==> src/design/lsu_pkg.sv <==
`default_nettype none

package lsu_pkg;

    localparam int XLEN       = 64;
    localparam int VADDR_W    = 16;
    localparam int LINE_BYTES = 8;
    localparam int OFFSET_W   = 3;
    localparam int RAM_DEPTH  = 64;
    localparam int RAM_IDX_W  = 6;
    localparam int SB_DEPTH   = 4;
    localparam int SB_PTR_W   = 2;
    localparam int RSP_DEPTH  = 2;
    localparam int TAG_W      = 4;

    typedef logic [XLEN-1:0]       xdata_t;
    typedef logic [VADDR_W-1:0]    vaddr_t;
    typedef logic [11:0]           imm_t;
    typedef logic [LINE_BYTES-1:0] bmask_t;
    typedef logic [RAM_IDX_W-1:0]  ram_idx_t;
    typedef logic [1:0]            mem_size_t;
    typedef logic [TAG_W-1:0]      load_tag_t;

    // access size codes
    localparam mem_size_t SZ_BYTE  = 2'b00;
    localparam mem_size_t SZ_HALF  = 2'b01;
    localparam mem_size_t SZ_WORD  = 2'b10;
    localparam mem_size_t SZ_DWORD = 2'b11;

    // risc-v mcause values for misaligned access
    typedef enum logic [3:0] {
        EXC_NONE = 4'd0,
        EXC_LAM  = 4'd4,
        EXC_SAM  = 4'd6
    } exc_cause_e;

endpackage

`default_nettype wire
==> src/design/lsu_exc_record.sv <==
`default_nettype none

module lsu_exc_record (
    input  wire                  clk,
    input  wire                  rst,
    input  logic                 ld_exc_i,
    input  lsu_pkg::vaddr_t      ld_vaddr_i,
    input  logic                 st_exc_i,
    input  lsu_pkg::vaddr_t      st_vaddr_i,
    input  logic                 clear_i,
    output logic                 exc_valid_o,
    output lsu_pkg::exc_cause_e  exc_cause_o,
    output lsu_pkg::vaddr_t      exc_vaddr_o
);
    import lsu_pkg::*;

    logic capture;

    // only an empty record takes a new report
    assign capture = ~exc_valid_o & ~clear_i & (ld_exc_i | st_exc_i);

    always_ff @(posedge clk or negedge rst) begin
        if (!rst) begin
            exc_valid_o <= 1'b0;
            exc_cause_o <= EXC_NONE;
        end else if (clear_i) begin
            exc_valid_o <= 1'b0;
            exc_cause_o <= EXC_NONE;
        end else if (capture) begin
            exc_valid_o <= 1'b1;
            exc_cause_o <= ld_exc_i ? EXC_LAM : EXC_SAM;
        end
    end

    always_ff @(posedge clk) begin
        if (capture) begin
            exc_vaddr_o <= ld_exc_i ? ld_vaddr_i : st_vaddr_i;
        end
    end

endmodule

`default_nettype wire

==> config.mk <==
export PLATFORM = sky130hd
export DESIGN_NAME = lsu_exc_record
export DESIGN_NICKNAME = d
export VERILOG_FILES = /design/src/design/lsu_pkg.sv /design/src/design/lsu_exc_record.sv
export SDC_FILE = /design/constraint.sdc
export NUM_CORES = 1
export LEC_CHECK = 0
export BUFFER_PORTS_ARGS = -buffer_cell sky130_fd_sc_hd__buf_4
export CORE_UTILIZATION = 40
export DETAILED_ROUTE_END_ITERATION = 10
export HOLD_SLACK_MARGIN = 0.1
export PLACE_DENSITY_LB_ADDON = 0.12
export SLEW_MARGIN = 20
export SYNTH_ARGS = -nofsm -noshare
export SYNTH_HDL_FRONTEND = slang
export SYNTH_SLANG_ARGS = --single-unit
==> constraint.sdc <==
create_clock -name clk -period 2.3 [get_ports clk]
set_clock_uncertainty 0.05 [all_clocks]
set_input_delay 0.345 -clock clk [delete_from_list [all_inputs] [get_ports clk]]
set_output_delay 0.345 -clock clk [all_outputs]
set_load 0.01 [all_outputs]
==> metrics list <==
* Instance count along the most critical hold path: 2
* Total negative setup slack: 0 ns
- Min Hold Slack: 0.181 ns
* Total of max-cap violations: 0
* Die extent in y: 47.8 um
- The worst register-to-register path begins at exc_cause_o[2]$_DFFE_PN0P_.
- Fill cell instance count of the final layout: 172
- In this run the mean area of a mapped cell was 17.9 um^2.
* CTS sink cnt: 18
- Dividing the detail-routed via count by the number of cells gives 4.39.
- After synthesis, the netlist uses 14 different library cells.
* Detail-routed net length per standard cell: 11.3 um
* Critical path's slowest cell: sky130_fd_sc_hd__dfrtp_1
* Internal Power: 0.530 mW
- The share of total power dissipated in sequential elements is 0.574.
* Global-route track usage on met2: 0.259
- The floorplan step defined a core boundary enclosing 1960 um^2.
- For flop-to-flop paths, the worst setup slack is 1.11 ns.
* Setup crit end kind: primary output
* P_sw: 0.139 mW
- Hold/Removal Path Class: primary input to flip-flop
- Antenna violations before repair: 0
- 58 I/O pins were placed.
- For this run, the slowest stage of the critical path takes 0.43 ns.
- Number of H-tree levels: 1
- CP delay by family, top: flip-flops
- In the synthesized netlist, the number of instances is 47.
- Result of the run: completed
- In this run the worst setup path begins at exc_cause_o[2]$_DFFE_PN0P_.
* Number of I/O port buffers: 55
- Pin count of the biggest net entering global routing: 19
- In this run the core area contains 16 standard-cell rows.
- After detailed routing, the number of remaining DRC violations is 0.
- The cell sitting at the root of the clock tree is a sky130_fd_sc_hd__clkbuf_4.
- Sequential cell area fraction in the yosys report: 0.631
* Total power draw: 0.669 mW
* Final antenna-violating net count: 0
* Number of clock buffers inserted by TritonCTS: 3
- Counting both buffers and inverters, the worst setup path holds a total of 1.
- Clock period minus final worst setup slack: 1.27 ns
* P_leak: 0.584 nW
- First-pass GRT wire length: 2.06 mm
- Dividing the final minimum period by the clock period gives 0.551.
- Relative to the synthesized area, the layout overhead comes to 53.0%.
* Flip-flop and latch count after synthesis: 18
- Destination of the worst hold path: exc_cause_o[1]$_DFFE_PN0P_
- After clock tree synthesis, the setup repair step added 0 buffers.
* Proportion of layout cells with a drive suffix above 1: 0.740
* Maximum buffer depth of the clock tree: 2
- The first TritonRoute pass finished after 4 iterations.
- For this run, the total global-route usage over all layers was measured as 0.137.
* Global route overflow: 0
* IR Drop Worst-Case VDD: 0.000513 V
- Count of warnings emitted by yosys: 0
- Of the total power, the share spent switching nets is 0.208.
* Met3 track utilization from global routing: 0.0340
* WS Path Type: flip-flop to primary output
- End of the worst register-to-register path: exc_vaddr_o[1]$_DFFE_PP_
* Register-to-Register Path Depth: 2
- Routed Wire Length: 1.48 mm
- Traced cell by cell, the critical path runs through buf_4.
* Number of antenna repair diodes: 0
- Clock tree from TritonCTS: yes
- Worst endpoint data arrival time: 0.87 ns
- Placer's final routability congestion estimate: 0.695
- Setup repair after global routing left no endpoint under its margin.
* Worst Path Max Fanout: 5
- Worst-Skew Late Latency: 0.27 ns
- Final Hold Fails: 0
- The net count of the finished layout is 142.
- The layer flagged by global routing as most heavily used is met2.
- For this configuration, the core starts out at a cell density of 0.429.
* Summed instance area of the synthesized netlist: 841 um^2
- Clock-pin slew was measured on the worst setup and hold paths at 0.09 ns.
* Most common cell after layout, fill and taps aside: sky130_fd_sc_hd__buf_4
- Met1 demand-to-capacity share in global routing: 0.136
- Setup violations remaining at the end of the flow were counted as 0.
- Max Slew Vio Count: 0
- The worst setup path is launched from a flip-flop.
- The share of total power dissipated in combinational logic is 0.203.
- Clock network fraction of design power: 0.223
- Die area: 2290 um^2
* Via count of the first global-routing pass: 513
- For the worst setup path, the data required time is 1.90 ns.
* Fmax: 0.790 GHz
- In this run the most critical hold path is launched from clear_i.
- Starting DRT DRC Count: 7
- In this run the power density over the cells is 520 nW/um^2.
- Routed vias: 575
- In the layout the commonest cells are sky130_fd_sc_hd__buf_4, sky130_fd_sc_hd__edfxtp_1, sky130_fd_sc_hd__mux2_4, sky130_fd_sc_hd__mux2_2, sky130_fd_sc_hd__clkbuf_4.
- The HPWL after detailed placement is 1.18 mm.
- Measured along the x axis, the die boundary spans 47.8 um.
## layout make-up
type	instances	area (um^2)	area share
Sequential cell	18	531	0.412
Inverter	2	7.51	0.00584
Timing Repair Buffer	57	430	0.335
Multi-Input combinational cell	23	258	0.200
Tap cell	27	33.8	0.0263
Clock buffer	3	22.5	0.0175
Clock inverter	1	3.75	0.00292
## synth_stat cells
library cell / number / area, um^2
sky130_fd_sc_hd__a21oi_1: 1 / 5.00
sky130_fd_sc_hd__a221oi_2: 1 / 15.0
sky130_fd_sc_hd__buf_12: 1 / 20.0
sky130_fd_sc_hd__buf_4: 3 / 22.5
sky130_fd_sc_hd__buf_6: 1 / 11.3
sky130_fd_sc_hd__conb_1: 1 / 3.75
sky130_fd_sc_hd__dfrtp_1: 2 / 50.1
sky130_fd_sc_hd__edfxtp_1: 16 / 480
sky130_fd_sc_hd__inv_1: 2 / 7.51
sky130_fd_sc_hd__mux2_2: 8 / 90.1
sky130_fd_sc_hd__mux2_4: 8 / 120
sky130_fd_sc_hd__nand2b_1: 1 / 6.26
sky130_fd_sc_hd__nor2_1: 1 / 3.75
sky130_fd_sc_hd__nor3_1: 1 / 5.00
## flip-flops by register name, indices dropped and copies added (netlist names)
register and cells:
exc_cause_o 2, exc_vaddr_o 16
## cells by family after synthesis
group                  after synthesis  synth area share
buffers and inverters                7            0.0729
multiplexers                        16             0.250
other                                1           0.00446
flip-flops                          18             0.631
AND/OR/NAND/NOR                      3            0.0179
AO/OA/AOI/OAI                        2            0.0238
## worst max path at each step
stage,cells past startpoint,slack (ns),endpoint
6_report,1,1.03,exc_cause_o[2]
3_5_place_dp,4,0.84,exc_vaddr_o[10]$_DFFE_PP_
2_1_floorplan,4,0.05,exc_vaddr_o[0]$_DFFE_PP_
3_3_place_gp,4,0.85,exc_vaddr_o[1]$_DFFE_PP_
5_1_grt,1,0.99,exc_valid_o
4_1_cts,1,1.02,exc_cause_o[2]
## power groups by stage
stage / sequential (mW) / combinational, mW / clock, mW
global route: 0.386 / 0.147 / 0.167
detailed placement: 0.392 / 0.136 / 0
global placement: 0.391 / 0.134 / 0
CTS: 0.384 / 0.138 / 0.156
floorplan: 0.400 / 0.0565 / 0
finish: 0.384 / 0.136 / 0.149
## through the flow
stage,cell area (um^2),setup slack [ns],util,cells
6_report,1290,1.03,0.656,131
3_3_place_gp,1250,0.853,0.637,126
5_1_grt,1290,0.990,0.656,131
2_1_floorplan,845,0.0486,-,48
3_5_place_dp,1250,0.836,0.637,126
4_1_cts,1290,1.02,0.656,131
## layer usage
metal / share of wire / vias to the layer above
li1: - / 283
met1: 0.36 / 261
met2: 0.54 / 29
met3: 0.092 / 2
met4: 0.0088 / 0
met5: 0 / -
## repair_timing
action,CTS,global route
endpoints found under the hold margin,2,0
gates resized for setup,0,0
hold buffers,1,0
Note: power is estimated with default switching activity, not from simulation.
