## src/design/lsu_pkg.sv

```systemverilog
`default_nettype none

package lsu_pkg;

    localparam int XLEN       = 64;
    localparam int VADDR_W    = 16;
    localparam int LINE_BYTES = 8;
    localparam int OFFSET_W   = 3;
    localparam int RAM_DEPTH  = 64;
    localparam int RAM_IDX_W  = 6;
    localparam int SB_DEPTH   = 4;
    localparam int SB_PTR_W   = 2;
    localparam int RSP_DEPTH  = 2;
    localparam int TAG_W      = 4;

    typedef logic [XLEN-1:0]       xdata_t;
    typedef logic [VADDR_W-1:0]    vaddr_t;
    typedef logic [11:0]           imm_t;
    typedef logic [LINE_BYTES-1:0] bmask_t;
    typedef logic [RAM_IDX_W-1:0]  ram_idx_t;
    typedef logic [1:0]            mem_size_t;
    typedef logic [TAG_W-1:0]      load_tag_t;

    // access size codes
    localparam mem_size_t SZ_BYTE  = 2'b00;
    localparam mem_size_t SZ_HALF  = 2'b01;
    localparam mem_size_t SZ_WORD  = 2'b10;
    localparam mem_size_t SZ_DWORD = 2'b11;

    // risc-v mcause values for misaligned access
    typedef enum logic [3:0] {
        EXC_NONE = 4'd0,
        EXC_LAM  = 4'd4,
        EXC_SAM  = 4'd6
    } exc_cause_e;

endpackage

`default_nettype wire
```

## src/design/lsu_access_decode.sv

```systemverilog
`default_nettype none

module lsu_access_decode (
    input  lsu_pkg::xdata_t    base_i,
    input  lsu_pkg::imm_t      imm_i,
    input  lsu_pkg::mem_size_t size_i,
    output lsu_pkg::vaddr_t    vaddr_o,
    output lsu_pkg::bmask_t    mask_o,
    output logic               misalign_o
);
    import lsu_pkg::*;

    xdata_t                sum;
    logic [OFFSET_W-1:0]   offset;
    bmask_t                base_mask;

    assign sum     = base_i + {{(XLEN-$bits(imm_t)){imm_i[$bits(imm_t)-1]}}, imm_i};
    assign vaddr_o = sum[VADDR_W-1:0];
    assign offset  = vaddr_o[OFFSET_W-1:0];

    always_comb begin
        case (size_i)
            SZ_BYTE: base_mask = 8'h01;
            SZ_HALF: base_mask = 8'h03;
            SZ_WORD: base_mask = 8'h0f;
            default: base_mask = 8'hff;
        endcase
    end

    // bytes shifted past the top of the doubleword fall off
    assign mask_o = base_mask << offset;

    always_comb begin
        case (size_i)
            SZ_HALF:  misalign_o = offset[0];
            SZ_WORD:  misalign_o = |offset[1:0];
            SZ_DWORD: misalign_o = |offset;
            default:  misalign_o = 1'b0;
        endcase
    end

endmodule

`default_nettype wire

```

## config.mk

```make
export PLATFORM = sky130hd
export DESIGN_NAME = lsu_access_decode
export DESIGN_NICKNAME = d
export VERILOG_FILES = /design/src/design/lsu_pkg.sv /design/src/design/lsu_access_decode.sv
export SDC_FILE = /design/constraint.sdc
export NUM_CORES = 1
export LEC_CHECK = 0
export BUFFER_PORTS_ARGS = -buffer_cell sky130_fd_sc_hd__buf_4
export CAP_MARGIN = 20
export CORE_MARGIN = 5
export CORE_UTILIZATION = 40
export DETAILED_ROUTE_END_ITERATION = 7
export PLACE_DENSITY = 0.87
export SYNTH_ARGS = -nofsm -noshare
export SYNTH_HDL_FRONTEND = slang
export SYNTH_SLANG_ARGS = --single-unit
```

## constraint.sdc

```tcl
create_clock -name vclk -period 4.3
set_clock_uncertainty 0.15 [all_clocks]
set_input_delay 0.215 -clock vclk [all_inputs]
set_output_delay 0.215 -clock vclk [all_outputs]
set_load 0.02 [all_outputs]
```

==> run_results.csv, run 1 <==
group,metric,value,unit
grt,grt_max_degree,14,
grt,first_global_vias,1135,
logic_synthesis,syn_avg_cell_area,6.90,um2
finish,drive_gt1_share,31.3,%
drt,drc,0,
logic_synthesis,synth_fp_nets,249,
drt,vias,1284,
placed_design,dpl-instance-area,1470,um2
clock_tree,ctsResizeCount,0,
floorplan,io_pins,103,
logic_synthesis,seq_area_frac_synth,0,%
finish,final_common_cell,"buf_4",
grt,grt_pass1_wl,4880,um
placed_design,io_buffers,55,
sta,tightest_slew,0.889,ns
finish,syn2layout_area_growth,37.5,%
sta,hold_viol,0,
critical_path,cp-start-kind,"input port",
outcome,status,"finished, final reports clean",
sta,report.final.slew_viol_count,0,
power,power_per_cell_area,217,nW/um2
floorplan,dieWidth,61.7,um
drt,routed_wl,2900,um
drt,topRoutingLayerUsed,"met4",
grt,grt_use_total,15.7,%
placed_design,dp_slack,1.54,ns
sta,worst_slack,1.55,ns
finish,nClkBuffers,0,
critical_path,crit_type,"input port to output port",
drt,ant_nets,0,
floorplan,dieArea,3810,um2
critical_path,cp-end-kind,"output port",
power,finalPower,0.319,mW
drt,routed_via_density,5.56,
sta,fin_crit_sh,64.0,%
drt,drt_first_pass_iters,4,
power,power.leakage,0.708,nW
logic_synthesis,synth_top_area_share,17.5,%
power,ir_drop,0.158,mV
floorplan,core_area,2520,um2
grt,overflow,0,
placed_design,placedCellCount,231,
grt,antenna_found_initial,0,
sta,whs,0.685,ns
drt,wl_met3,256,um
sta,max_clock_freq,363,MHz
drt,dr_wl_met2,1300,um
finish,final_cell_mix,"buf_4, nor2_1, a21oi_1",
floorplan,start_util,42.4,%
logic_synthesis,syn_area,1070,um2
finish,fill_cells,269,
clock_tree,post-cts-setup-buffer-count,0,
logic_synthesis,synth_top_area_cell,"ha_1",
floorplan,die_h,61.7,um
critical_path,critPathArrivalTime,2.39,ns
sta,setup_viol,0,
critical_path,critPathMaxFanout,13,
placed_design,gp_congestion,0.835,
logic_synthesis,yosysWarnings,0,
drt,wl_per_cell,12.6,um
finish,stdcell_area,1470,um2
finish,nets,297,
finish,final-seq-area,0,um2
drt,wirelength_met1,1330,um
placed_design,hpwl,2430,um
sta,period_needed,2.75,ns
critical_path,cp.required,3.93,ns
finish,fin_cells,231,
finish,diodes,0,
logic_synthesis,yosysUniqueCellTypes,45,
sta,timing.setup.tns,0,ns
clock_tree,ctsHoldBuffers,0,
drt,drt_iter0_drc,109,
sta,rsz0062_at_grt,"no",
job,drv_cap,0,
finish,flops_and_latches,0,
sta,max_slew_margin,40.3,%
floorplan,num_rows,18,
logic_synthesis,synth.top_cells.by_area,"ha_1, a21oi_1, nor2_1",
logic_synthesis,syn_inst,155,
worst_hold_path,hp-class,"input port to output port",
finish,final_core_utilization,58.3,%
[report_power, final]
group          switching, mW  internal, mW
Sequential                 0             0
Combinational          0.177         0.142
Clock                      0             0
[area by class of cell]
class	instances	area, um2	area share [%]
inverters	7	26.3	1.79
multi-input cells	139	995	67.6
well taps	30	37.5	2.55
repair buffers	55	413	28.1
[final timing paths]
kind       from        end  slack, ns  cells after the start
max   base_i[0]  mask_o[6]       1.55                     10
min   size_i[1]  mask_o[7]       0.69                      3
[layer usage]
metal,up-vias,global-route usage [%]
met2,49,26.9
li1,670,-
met5,-,0
met4,0,0.909
met3,2,1.45
met1,563,22.2
[synthesized netlist by cell type (2+ instances only)]
library cell and number:
nand2b_1 5, nor2_1 18, buf_2 2, inv_1 7
ha_1 15, a211oi_1 6, clkbuf_1 4, xnor2_1 6
a2111o_1 2, mux2i_1 2, and2_1 2, nand3_1 4
o21ai_0 11, and3_1 2, xor2_1 3, o211ai_1 2
o21a_1 2, a21oi_1 17, nor2b_1 4, nor3_1 4
nand2_1 9, a21o_1 5
[kinds of logic (layout without fill, tap and decap cells)]
kind of cell | Yosys count | count (layout) | synth area share [%]
adder cells (fa/ha/maj) | 16 | 16 | 19.4
multiplexers | 2 | 2 | 1.87
XOR/XNOR | 9 | 9 | 7.37
AND/OR/NAND/NOR | 54 | 54 | 25.4
AO/OA/AOI/OAI | 58 | 58 | 38.9
buffers and inverters | 16 | 62 | 7.02
[worst max-delay path, cell delays in order]
cell       delay, ns
buf_4           0.08
ha_1            0.16
inv_1           0.06
fa_1            0.40
xnor2_1         0.72
nor2_1          0.07
a21oi_1         0.14
nor2_1          0.05
a2111oi_0       0.28
buf_4           0.21
Note: power is estimated with default switching activity, not from simulation.
==> run 2: changes to the inputs <==
--- a/config.mk
+++ b/config.mk
@@ -8,9 +8,9 @@
 export BUFFER_PORTS_ARGS = -buffer_cell sky130_fd_sc_hd__buf_4
 export CAP_MARGIN = 20
 export CORE_MARGIN = 5
-export CORE_UTILIZATION = 40
+export CORE_UTILIZATION = 35
 export DETAILED_ROUTE_END_ITERATION = 7
-export PLACE_DENSITY = 0.87
+export PLACE_DENSITY = 0.81
 export SYNTH_ARGS = -nofsm -noshare
 export SYNTH_HDL_FRONTEND = slang
 export SYNTH_SLANG_ARGS = --single-unit
==> constraint.sdc (replaced) <==
create_clock -name vclk -period 2.4
set_clock_uncertainty 0.15 [all_clocks]
set_input_delay 0.12 -clock vclk [all_inputs]
set_output_delay 0.12 -clock vclk [all_outputs]
set_load 0.02 [all_outputs]
==> run 2 against run 1 <==
Sequential cell count is the same. Cell count rose by 3.5%. Non-clock buffer count up 5. Worst hold slack got worse by 0.19 ns. Total power increased by 85%. Utilization shrank 7.8 points. Critical path type unchanged. Critical endpoint is now vaddr_o[8]. Largest cell class unchanged. Largest power group unchanged.
==> run_results.csv, run 2 (same netlist as run 1, synthesis figures left out) <==
group,metric,value,unit
outcome,status,"finished, final reports clean",
finish,final_common_cell,"buf_4",
finish,flops_and_latches,0,
power,p_clk_share,0,%
critical_path,critPathArrivalTime,1.93,ns
critical_path,crit_type,"input port to output port",
grt,overflow,0,
sta,max_slew_margin,69.4,%
grt,first_global_vias,1108,
sta,timing.setup.tns,0,ns
power,power_switching_share,54.4,%
drt,routed_via_density,5.44,
drt,wl_per_cell,12.1,um
finish,final_cell_mix,"buf_4, nor2_1, a21oi_1",
drt,drt_first_pass_iters,4,
clock_tree,ctsHoldBuffers,0,
worst_hold_path,hp-class,"input port to output port",
grt,grt_max_degree,14,
grt,antenna_found_initial,0,
finish,syn2layout_area_growth,42.0,%
sta,tightest_slew,0.456,ns
floorplan,start_util,35.6,%
floorplan,dieArea,4260,um2
drt,ant_nets,0,
clock_tree,ctsResizeCount,0,
sta,max_clock_freq,455,MHz
drt,vias,1300,
floorplan,die_h,65.3,um
power,ir_drop,0.199,mV
finish,nets,302,
drt,routed_wl,2880,um
sta,period_needed,2.20,ns
sta,fin_crit_sh,91.6,%
finish,diodes,0,
sta,setup_viol,0,
critical_path,cp-start-kind,"input port",
floorplan,core_area,3000,um2
power,power.leakage,0.734,nW
sta,whs,0.492,ns
sta,rsz0062_at_grt,"no",
placed_design,io_buffers,55,
power,switchingPower,0.321,mW
critical_path,cp-end-kind,"output port",
clock_tree,post-cts-setup-buffer-count,0,
placed_design,gp_congestion,0.878,
drt,drt_iter0_drc,64,
job,drv_cap,0,
power,p_int,0.270,mW
critical_path,critPathMaxFanout,4,
sta,report.final.slew_viol_count,0,
worst_hold_path,whs_path_depth,3,
power,comb_power_share,100.0,%
finish,final-seq-area,0,um2
floorplan,io_pins,103,
power,sequentialPowerShare,0,%
grt,grt_pass1_wl,4780,um
drt,drc,0,
critical_path,cp.required,2.13,ns
sta,hold_viol,0,
placed_design,hpwl,2500,um
grt,grt_use_total,13.0,%
power,power_per_cell_area,389,nW/um2
floorplan,dieWidth,65.3,um
finish,drive_gt1_share,33.5,%
finish,nClkBuffers,0,
power,finalPower,0.591,mW
floorplan,num_rows,20,
[run 2: cell count changes in the layout (fill, tap and decap cells not counted)]
cell and delta:
a2111oi_2 +1, a2111oi_0 -1, buf_4 +5
[run 2: metal layers]
layer / track usage (%) / part of all wire (%) / vias up
li1: - / - / 682
met1: 18.6 / 45 / 573
met2: 22.3 / 46 / 45
met3: 1.03 / 8.3 / 0
met5: 0 / 0 / -
met4: 0.518 / 0 / 0
[run 2: final cells by class]
| type | instances | area, um2 |
|---|---|---|
| Fill cell | 327 | 1480 |
| Tap cell | 33 | 41.3 |
| Multi-Input combinational cell | 139 | 1000 |
| Inverter | 7 | 26.3 |
| Timing Repair Buffer | 60 | 450 |
[run 2: worst max-delay path, cell delays in order]
cell and delay (ns):
buf_4 0.08, ha_1 0.17, inv_1 0.06, fa_1 0.39, nor2b_1 0.20, o2111ai_2 0.17, a21boi_0 0.30, o21ai_0 0.11
o311ai_0 0.11, buf_4 0.22
[run 2: worst paths after layout]
path                   from         end  slack (ns)
setup / recovery  base_i[0]  vaddr_o[8]        0.20
hold / removal    size_i[1]   mask_o[7]        0.49
[run 2: stage by stage]
step	setup slack (ns)	util, %	instance area (um2)	cells
2_1_floorplan	0.190	-	1080	155
3_3_place_gp	0.219	50.6	1520	239
3_5_place_dp	0.204	50.6	1520	239
4_1_cts	0.198	50.6	1520	239
5_1_grt	0.0519	50.6	1520	239
6_report	0.202	50.6	1520	239
[run 2: power by group through the flow]
stage	combinational, mW	clock [mW]	sequential (mW)
2_1_floorplan	0.377	0	0
3_3_place_gp	0.585	0	0
3_5_place_dp	0.593	0	0
4_1_cts	0.595	0	0
5_1_grt	0.646	0	0
6_report	0.591	0	0
