<file path="src/design/lsu_pkg.sv">
`default_nettype none

package lsu_pkg;

    localparam int XLEN       = 64;
    localparam int VADDR_W    = 16;
    localparam int LINE_BYTES = 8;
    localparam int OFFSET_W   = 3;
    localparam int RAM_DEPTH  = 64;
    localparam int RAM_IDX_W  = 6;
    localparam int SB_DEPTH   = 4;
    localparam int SB_PTR_W   = 2;
    localparam int RSP_DEPTH  = 2;
    localparam int TAG_W      = 4;

    typedef logic [XLEN-1:0]       xdata_t;
    typedef logic [VADDR_W-1:0]    vaddr_t;
    typedef logic [11:0]           imm_t;
    typedef logic [LINE_BYTES-1:0] bmask_t;
    typedef logic [RAM_IDX_W-1:0]  ram_idx_t;
    typedef logic [1:0]            mem_size_t;
    typedef logic [TAG_W-1:0]      load_tag_t;

    // access size codes
    localparam mem_size_t SZ_BYTE  = 2'b00;
    localparam mem_size_t SZ_HALF  = 2'b01;
    localparam mem_size_t SZ_WORD  = 2'b10;
    localparam mem_size_t SZ_DWORD = 2'b11;

    // risc-v mcause values for misaligned access
    typedef enum logic [3:0] {
        EXC_NONE = 4'd0,
        EXC_LAM  = 4'd4,
        EXC_SAM  = 4'd6
    } exc_cause_e;

endpackage

`default_nettype wire
</file>
<file path="src/design/lsu_store_buffer.sv">
`default_nettype none

module lsu_store_buffer (
    input  wire                clk,
    input  wire                rst,
    input  logic               st_valid_i,
    output logic               st_ready_o,
    input  lsu_pkg::vaddr_t    vaddr_i,
    input  lsu_pkg::bmask_t    mask_i,
    input  logic               misalign_i,
    input  lsu_pkg::xdata_t    data_i,
    input  logic               port_busy_i,
    input  lsu_pkg::ram_idx_t  fwd_idx_i,
    output lsu_pkg::bmask_t    fwd_mask_o,
    output lsu_pkg::xdata_t    fwd_data_o,
    output logic               wr_en_o,
    output lsu_pkg::ram_idx_t  wr_idx_o,
    output lsu_pkg::bmask_t    wr_mask_o,
    output lsu_pkg::xdata_t    wr_data_o,
    output logic               exc_valid_o,
    output lsu_pkg::vaddr_t    exc_vaddr_o
);
    import lsu_pkg::*;

    logic [SB_DEPTH-1:0] valid_q;
    logic [SB_PTR_W-1:0] head_q;
    logic [SB_PTR_W-1:0] tail_q;
    ram_idx_t            idx_q [SB_DEPTH];
    bmask_t              mask_q [SB_DEPTH];
    xdata_t              data_q [SB_DEPTH];
    logic                accept;
    logic                push;

    assign st_ready_o  = ~valid_q[tail_q];
    assign accept      = st_valid_i & st_ready_o;
    // misaligned stores are taken but only reported
    assign push        = accept & ~misalign_i;
    assign exc_valid_o = accept & misalign_i;
    assign exc_vaddr_o = vaddr_i;

    assign wr_en_o   = valid_q[head_q] & ~port_busy_i;
    assign wr_idx_o  = idx_q[head_q];
    assign wr_mask_o = mask_q[head_q];
    assign wr_data_o = data_q[head_q];

    always_ff @(posedge clk or negedge rst) begin
        if (!rst) begin
            valid_q <= '0;
            head_q  <= '0;
            tail_q  <= '0;
        end else begin
            if (push) begin
                valid_q[tail_q] <= 1'b1;
                tail_q          <= tail_q + 1'b1;
            end
            if (wr_en_o) begin
                valid_q[head_q] <= 1'b0;
                head_q          <= head_q + 1'b1;
            end
        end
    end

    always_ff @(posedge clk) begin
        if (push) begin
            idx_q[tail_q]  <= vaddr_i[OFFSET_W+RAM_IDX_W-1:OFFSET_W];
            mask_q[tail_q] <= mask_i;
            data_q[tail_q] <= data_i << {vaddr_i[OFFSET_W-1:0], 3'b000};
        end
    end

    // walk oldest to newest so younger bytes overwrite older ones
    always_comb begin
        logic [SB_PTR_W-1:0] slot;
        fwd_mask_o = '0;
        fwd_data_o = '0;
        for (int i = 0; i < SB_DEPTH; i++) begin
            slot = head_q + SB_PTR_W'(i);
            for (int b = 0; b < LINE_BYTES; b++) begin
                if (valid_q[slot] && idx_q[slot] == fwd_idx_i && mask_q[slot][b]) begin
                    fwd_mask_o[b]         = 1'b1;
                    fwd_data_o[8*b +: 8]  = data_q[slot][8*b +: 8];
                end
            end
        end
    end

endmodule

`default_nettype wire

</file>
<file path="config.mk">
export PLATFORM = sky130hd
export DESIGN_NAME = lsu_store_buffer
export DESIGN_NICKNAME = d
export VERILOG_FILES = /design/src/design/lsu_pkg.sv /design/src/design/lsu_store_buffer.sv
export SDC_FILE = /design/constraint.sdc
export NUM_CORES = 1
export LEC_CHECK = 0
export BUFFER_PORTS_ARGS = -buffer_cell sky130_fd_sc_hd__buf_4
export CAP_MARGIN = 20
export CORE_UTILIZATION = 45
export CTS_CLUSTER_SIZE = 14
export DETAILED_ROUTE_END_ITERATION = 8
export PLACE_DENSITY_LB_ADDON = 0.3
export REMOVE_ABC_BUFFERS = 1
export SLEW_MARGIN = 20
export SYNTH_ARGS = -nofsm -noshare
export SYNTH_HDL_FRONTEND = slang
export SYNTH_SLANG_ARGS = --single-unit
</file>
<file path="constraint.sdc">
create_clock -name clk -period 5.4 [get_ports clk]
set_input_delay 0.27 -clock clk [delete_from_list [all_inputs] [get_ports clk]]
set_output_delay 0.27 -clock clk [all_outputs]
set_load 0.01 [all_outputs]
</file>
==> results.env <==
CRITICAL_PATH.N_BUFFERS_INVERTERS=3
MEAN_INSTANCE_SIZE_IN_THE_SYNTHESIZED_NETLIST_UM2=15.0
LAYOUT-DRIVE-GT1-SHARE_PCT=42.5
FINISH.UTILIZATION_PCT=53.4
R2R_SETUP_SLACK_NS=2.04
SLEW_AT_THE_PIN_CLOSEST_TO_ITS_MAX_SLEW_LIMIT_NS=1.02
MOSTFREQUENTLAYOUTCELL='sky130_fd_sc_hd__edfxtp_1'
R2R_CELLS=4
MET2_ROUTING_RESOURCE_USAGE_AFTER_GLOBAL_ROUTING_PCT=40.3
FINISH.CELL_COUNT_WITHOUT_FILLERS=2319
SYNTH_CELL_TYPE_COUNT=63
STARTPOINT='head_q[0]'
DETAILEDPLACEMENTHPWL_UM=43400
CP_CELL_SEQUENCE='buf_4, buf_4, mux4_2, o211ai_4, a21boi_1, o311a_1, a211oi_2, buf_4'
SYN2LAYOUT_AREA_GROWTH_PCT=16.2
FINALWORSTPATHREQUIREDPERIOD_NS=5.07
NETLIST_AREA_UM2=22100
CRITICAL_PATH_CAPTURE_POINT_TYPE='output pin'
POWER.LEAKAGE_nW=8.88
POST_DP_CELL_AREA_UM2=24400
VIASPERCELL=6.74
CRITICAL_PATH_CLASS='flip-flop to output pin'
NUM_VIAS=15621
POWER.COMBINATIONAL.FRACTION_PCT=56.2
SEQPWRFRAC_PCT=25.8
BOUNDARY_PINS=268
GRT-BUSIEST-LAYER='met2'
START_UTIL_PCT=45.9
PORT-BUFFER-COUNT=253
GRT_FIRST_PASS_WIRELENGTH_UM=94600
MAX-CLOCK-PATH-BUFFERS=3
REPORT.FINAL.HOLD_VIOL_COUNT=0
SYNTHCELLS=1471
GRT_PASS1_VIAS=15161
IR_DROP_V=0.000348
FLOORPLAN.DIE.HEIGHT_UM=223
FIN_WORST_SKEW_NS=0.0142
SYNTH_SEQUENTIAL_AREA_RATIO_PCT=43.4
MAX-SLEW-MARGIN-REL_PCT=32.2
PLACED_CELLS=2236
CP.ARRIVAL_NS=4.80
P_SW_SHARE_PCT=37.0
P_INT_mW=8.08
DRT_FIRST_PASS_ITERS=5
TIMING.CRITICAL_PATH.TO='fwd_data_o[41]'
CTS_SETUP_BUFFERS=0
CTS_RESIZED=0
CLKPWRFRAC_PCT=18.0
CTS_ROOT_BUFFER='sky130_fd_sc_hd__clkbuf_16'
CLK_PIN_SLEW_NS=0.06
HOLD_CLASS='primary input to asynchronous set/reset pin'
DETAIL-ROUTE-ANTENNA-NETS=0
WORST_EP_REQUIRED_TIME_NS=5.13
FLOORPLAN.DIE_AREA_UM2=49900
MOST-COMMON-LAYOUT-CELLS='sky130_fd_sc_hd__edfxtp_1 (312), sky130_fd_sc_hd__mux4_2 (305), sky130_fd_sc_hd__buf_4 (293)'
CTS_MADE_BUFFERS=36
SLEW_VIOLATIONS=0
WORSTSKEWPAIRLATENCY_NS=0.57
TRITONCTS='yes'
TIMING.FMAX_MHz=197
GRTUSAGEMET1_PCT=34.8
RUN_STATUS='complete, no violations'
WORSTSETUPPATHDEPTH=8
POSTSYNTHREGISTERBITS=320
DRT-INITIAL-DRC-COUNT=1757
CTS.HOLD.BUFFERS_ADDED=15
SYNTH.YOSYS.WARNINGS=0
DETAIL_ROUTE.WIRELENGTH_UM=63300
WORSTPATHMAXFANOUT=60
GLOBALROUTETOTALUTIL_PCT=25.3
GLOBAL_ROUTE.OVERFLOW_TOTAL=0
FINISH_STAGE_SETUP_VIOLS=0
SWITCHING_POWER_SUMMED_OVER_ALL_NETS_mW=4.74
TIMING.CRITICAL_PATH.SLOWEST_STAGE_CELL='sky130_fd_sc_hd__a21boi_1'
TIMING.FINAL.CRIT_SHARE_PCT=93.8
SYNTH-EDFF-COUNT=312
GR-USAGE-MET3_PCT=5.15
SYNTH_ASYNC_SR_FLOP_SHARE_PCT=2.50
GRT_MAX_DEGREE=74
FINISH.NET_COUNT=1782
REGTOREGSTARTPOINT='tail_q[0]'
RSZ0062_AT_GRT='no'
GLOBALPLACE.CONGESTION=0.859
FP-ROW-COUNT=80
CELL_AREA_POWER_DENSITY_nW_PER_UM2=500
YS.FLOP_TYPE='sky130_fd_sc_hd__edfxtp_1'
CRITICAL_PATH.TOP_DELAY_FAMILY='buffers and inverters'
ROUTE.DETAILED.DRC=0
FINAL_AREA_UM2=25600
DIE_W_UM=223
CAP_VIOL_MAX_COUNT=0
HTREE_LEVELS=2
CORE_AREA_UM2=48000
WORST_PATH_MOST_REPEATED_CELL='sky130_fd_sc_hd__buf_4'
CTS.SINKS=320
START_KIND='flip-flop'
INITIAL_ANTENNA_VIOLATION_COUNT=4
CRITICAL-PATH-MAX-STAGE-DELAY_NS=0.85
ROUTEDWLPERCELL_UM=27.3
R2R_END='data_q[0][47]'
-- cell families (layout without fill, tap and decap cells) --
kind of cell | count (synthesis) | in the layout | synth area share (%)
fa+ha+maj | 8 | 8 | 0.453
flops | 320 | 320 | 43.4
compound gates | 226 | 226 | 6.97
simple gates | 287 | 287 | 7.22
mux | 433 | 433 | 37.1
xor+xnor | 32 | 32 | 1.27
other cells | 0 | 2 | 0
buf+inv | 165 | 396 | 3.66
-- per-layer routing --
metal,routed length (µm),up-vias
met1,24800,8073
li1,-,6573
met2,30300,878
met3,6290,95
met4,1960,2
met5,17,-
-- synthesized netlist by cell type (all sizes together) (3+ instances only) --
| master | n | area, µm² |
|---|---|---|
| edfxtp | 312 | 9370 |
| mux4 | 305 | 6870 |
| mux2i | 102 | 1020 |
| buf | 95 | 546 |
| nand2 | 83 | 317 |
| nor2 | 70 | 270 |
| o22ai | 65 | 407 |
| clkbuf | 50 | 188 |
| a31oi | 41 | 257 |
| a21oi | 40 | 200 |
| or3b | 29 | 254 |
| mux2 | 26 | 293 |
| and3 | 25 | 161 |
| o21ai | 24 | 120 |
| and2 | 21 | 131 |
| inv | 19 | 71.3 |
| xor2 | 17 | 149 |
| nand3 | 15 | 100 |
| xnor2 | 15 | 131 |
| a211oi | 13 | 118 |
| nor3b | 10 | 80.1 |
| nand4b | 9 | 78.8 |
| dfrtp | 8 | 200 |
| ha | 8 | 100 |
| nand3b | 8 | 60.1 |
| nor2b | 8 | 50.1 |
| o211ai | 8 | 113 |
| a21boi | 7 | 52.6 |
| a2bb2oi | 4 | 35.0 |
| o211a | 4 | 40.0 |
| o2bb2ai | 4 | 35.0 |
| o311a | 4 | 40.0 |
| nor3 | 3 | 30.0 |
-- sequential cells by signal, indices dropped and copies added, names as in the netlist --
register / count
tail_q: 2
valid_q: 4
data_q: 256
idx_q: 24
mask_q: 32
head_q: 2
-- final cells by class --
cell class / count / area [µm²]
Fill cell: 3965 / 22400
Inverter: 20 / 75.1
Sequential cell: 320 / 9580
Clock inverter: 21 / 161
Clock buffer: 44 / 931
Tap cell: 615 / 769
Timing Repair Buffer: 311 / 2400
Multi-Input combinational cell: 986 / 11700
Antenna cell: 2 / 5.00
-- power by group through the flow --
stage | sequential, mW | combinational, mW | clock [mW]
CTS | 3.30 | 7.26 | 2.35
floorplan | 3.64 | 4.36 | 0
detailed placement | 3.35 | 7.23 | 0
global route | 3.35 | 7.69 | 2.42
global placement | 3.33 | 7.16 | 0
finish | 3.31 | 7.21 | 2.31
-- through the flow --
step / total power, mW / hold WS, ns / TNS, ns / setup slack, ns
after CTS: 12.9 / 0.0681 / 0 / 0.229
after global routing: 13.5 / 0.110 / 0 / 0.0158
after global placement: 10.5 / 0.0924 / 0 / 0.958
after floorplan: 8.00 / -0.0256 / -1703.64 / -16.15
after detailed placement: 10.6 / 0.0910 / 0 / 0.825
final: 12.8 / 0.0711 / 0 / 0.335
-- worst min path at each step --
stage          slack [ns]  start   endpoint  cells past startpoint
3_5_place_dp         0.09    rst  tail_q[0]                      1
4_1_cts              0.07    rst  tail_q[0]                      2
6_report             0.07    rst  tail_q[0]                      2
2_1_floorplan       -0.03    rst  head_q[0]                      0
3_3_place_gp         0.09    rst  tail_q[0]                      1
5_1_grt              0.11    rst  tail_q[0]                      2
(Power assumes the default switching activity.)
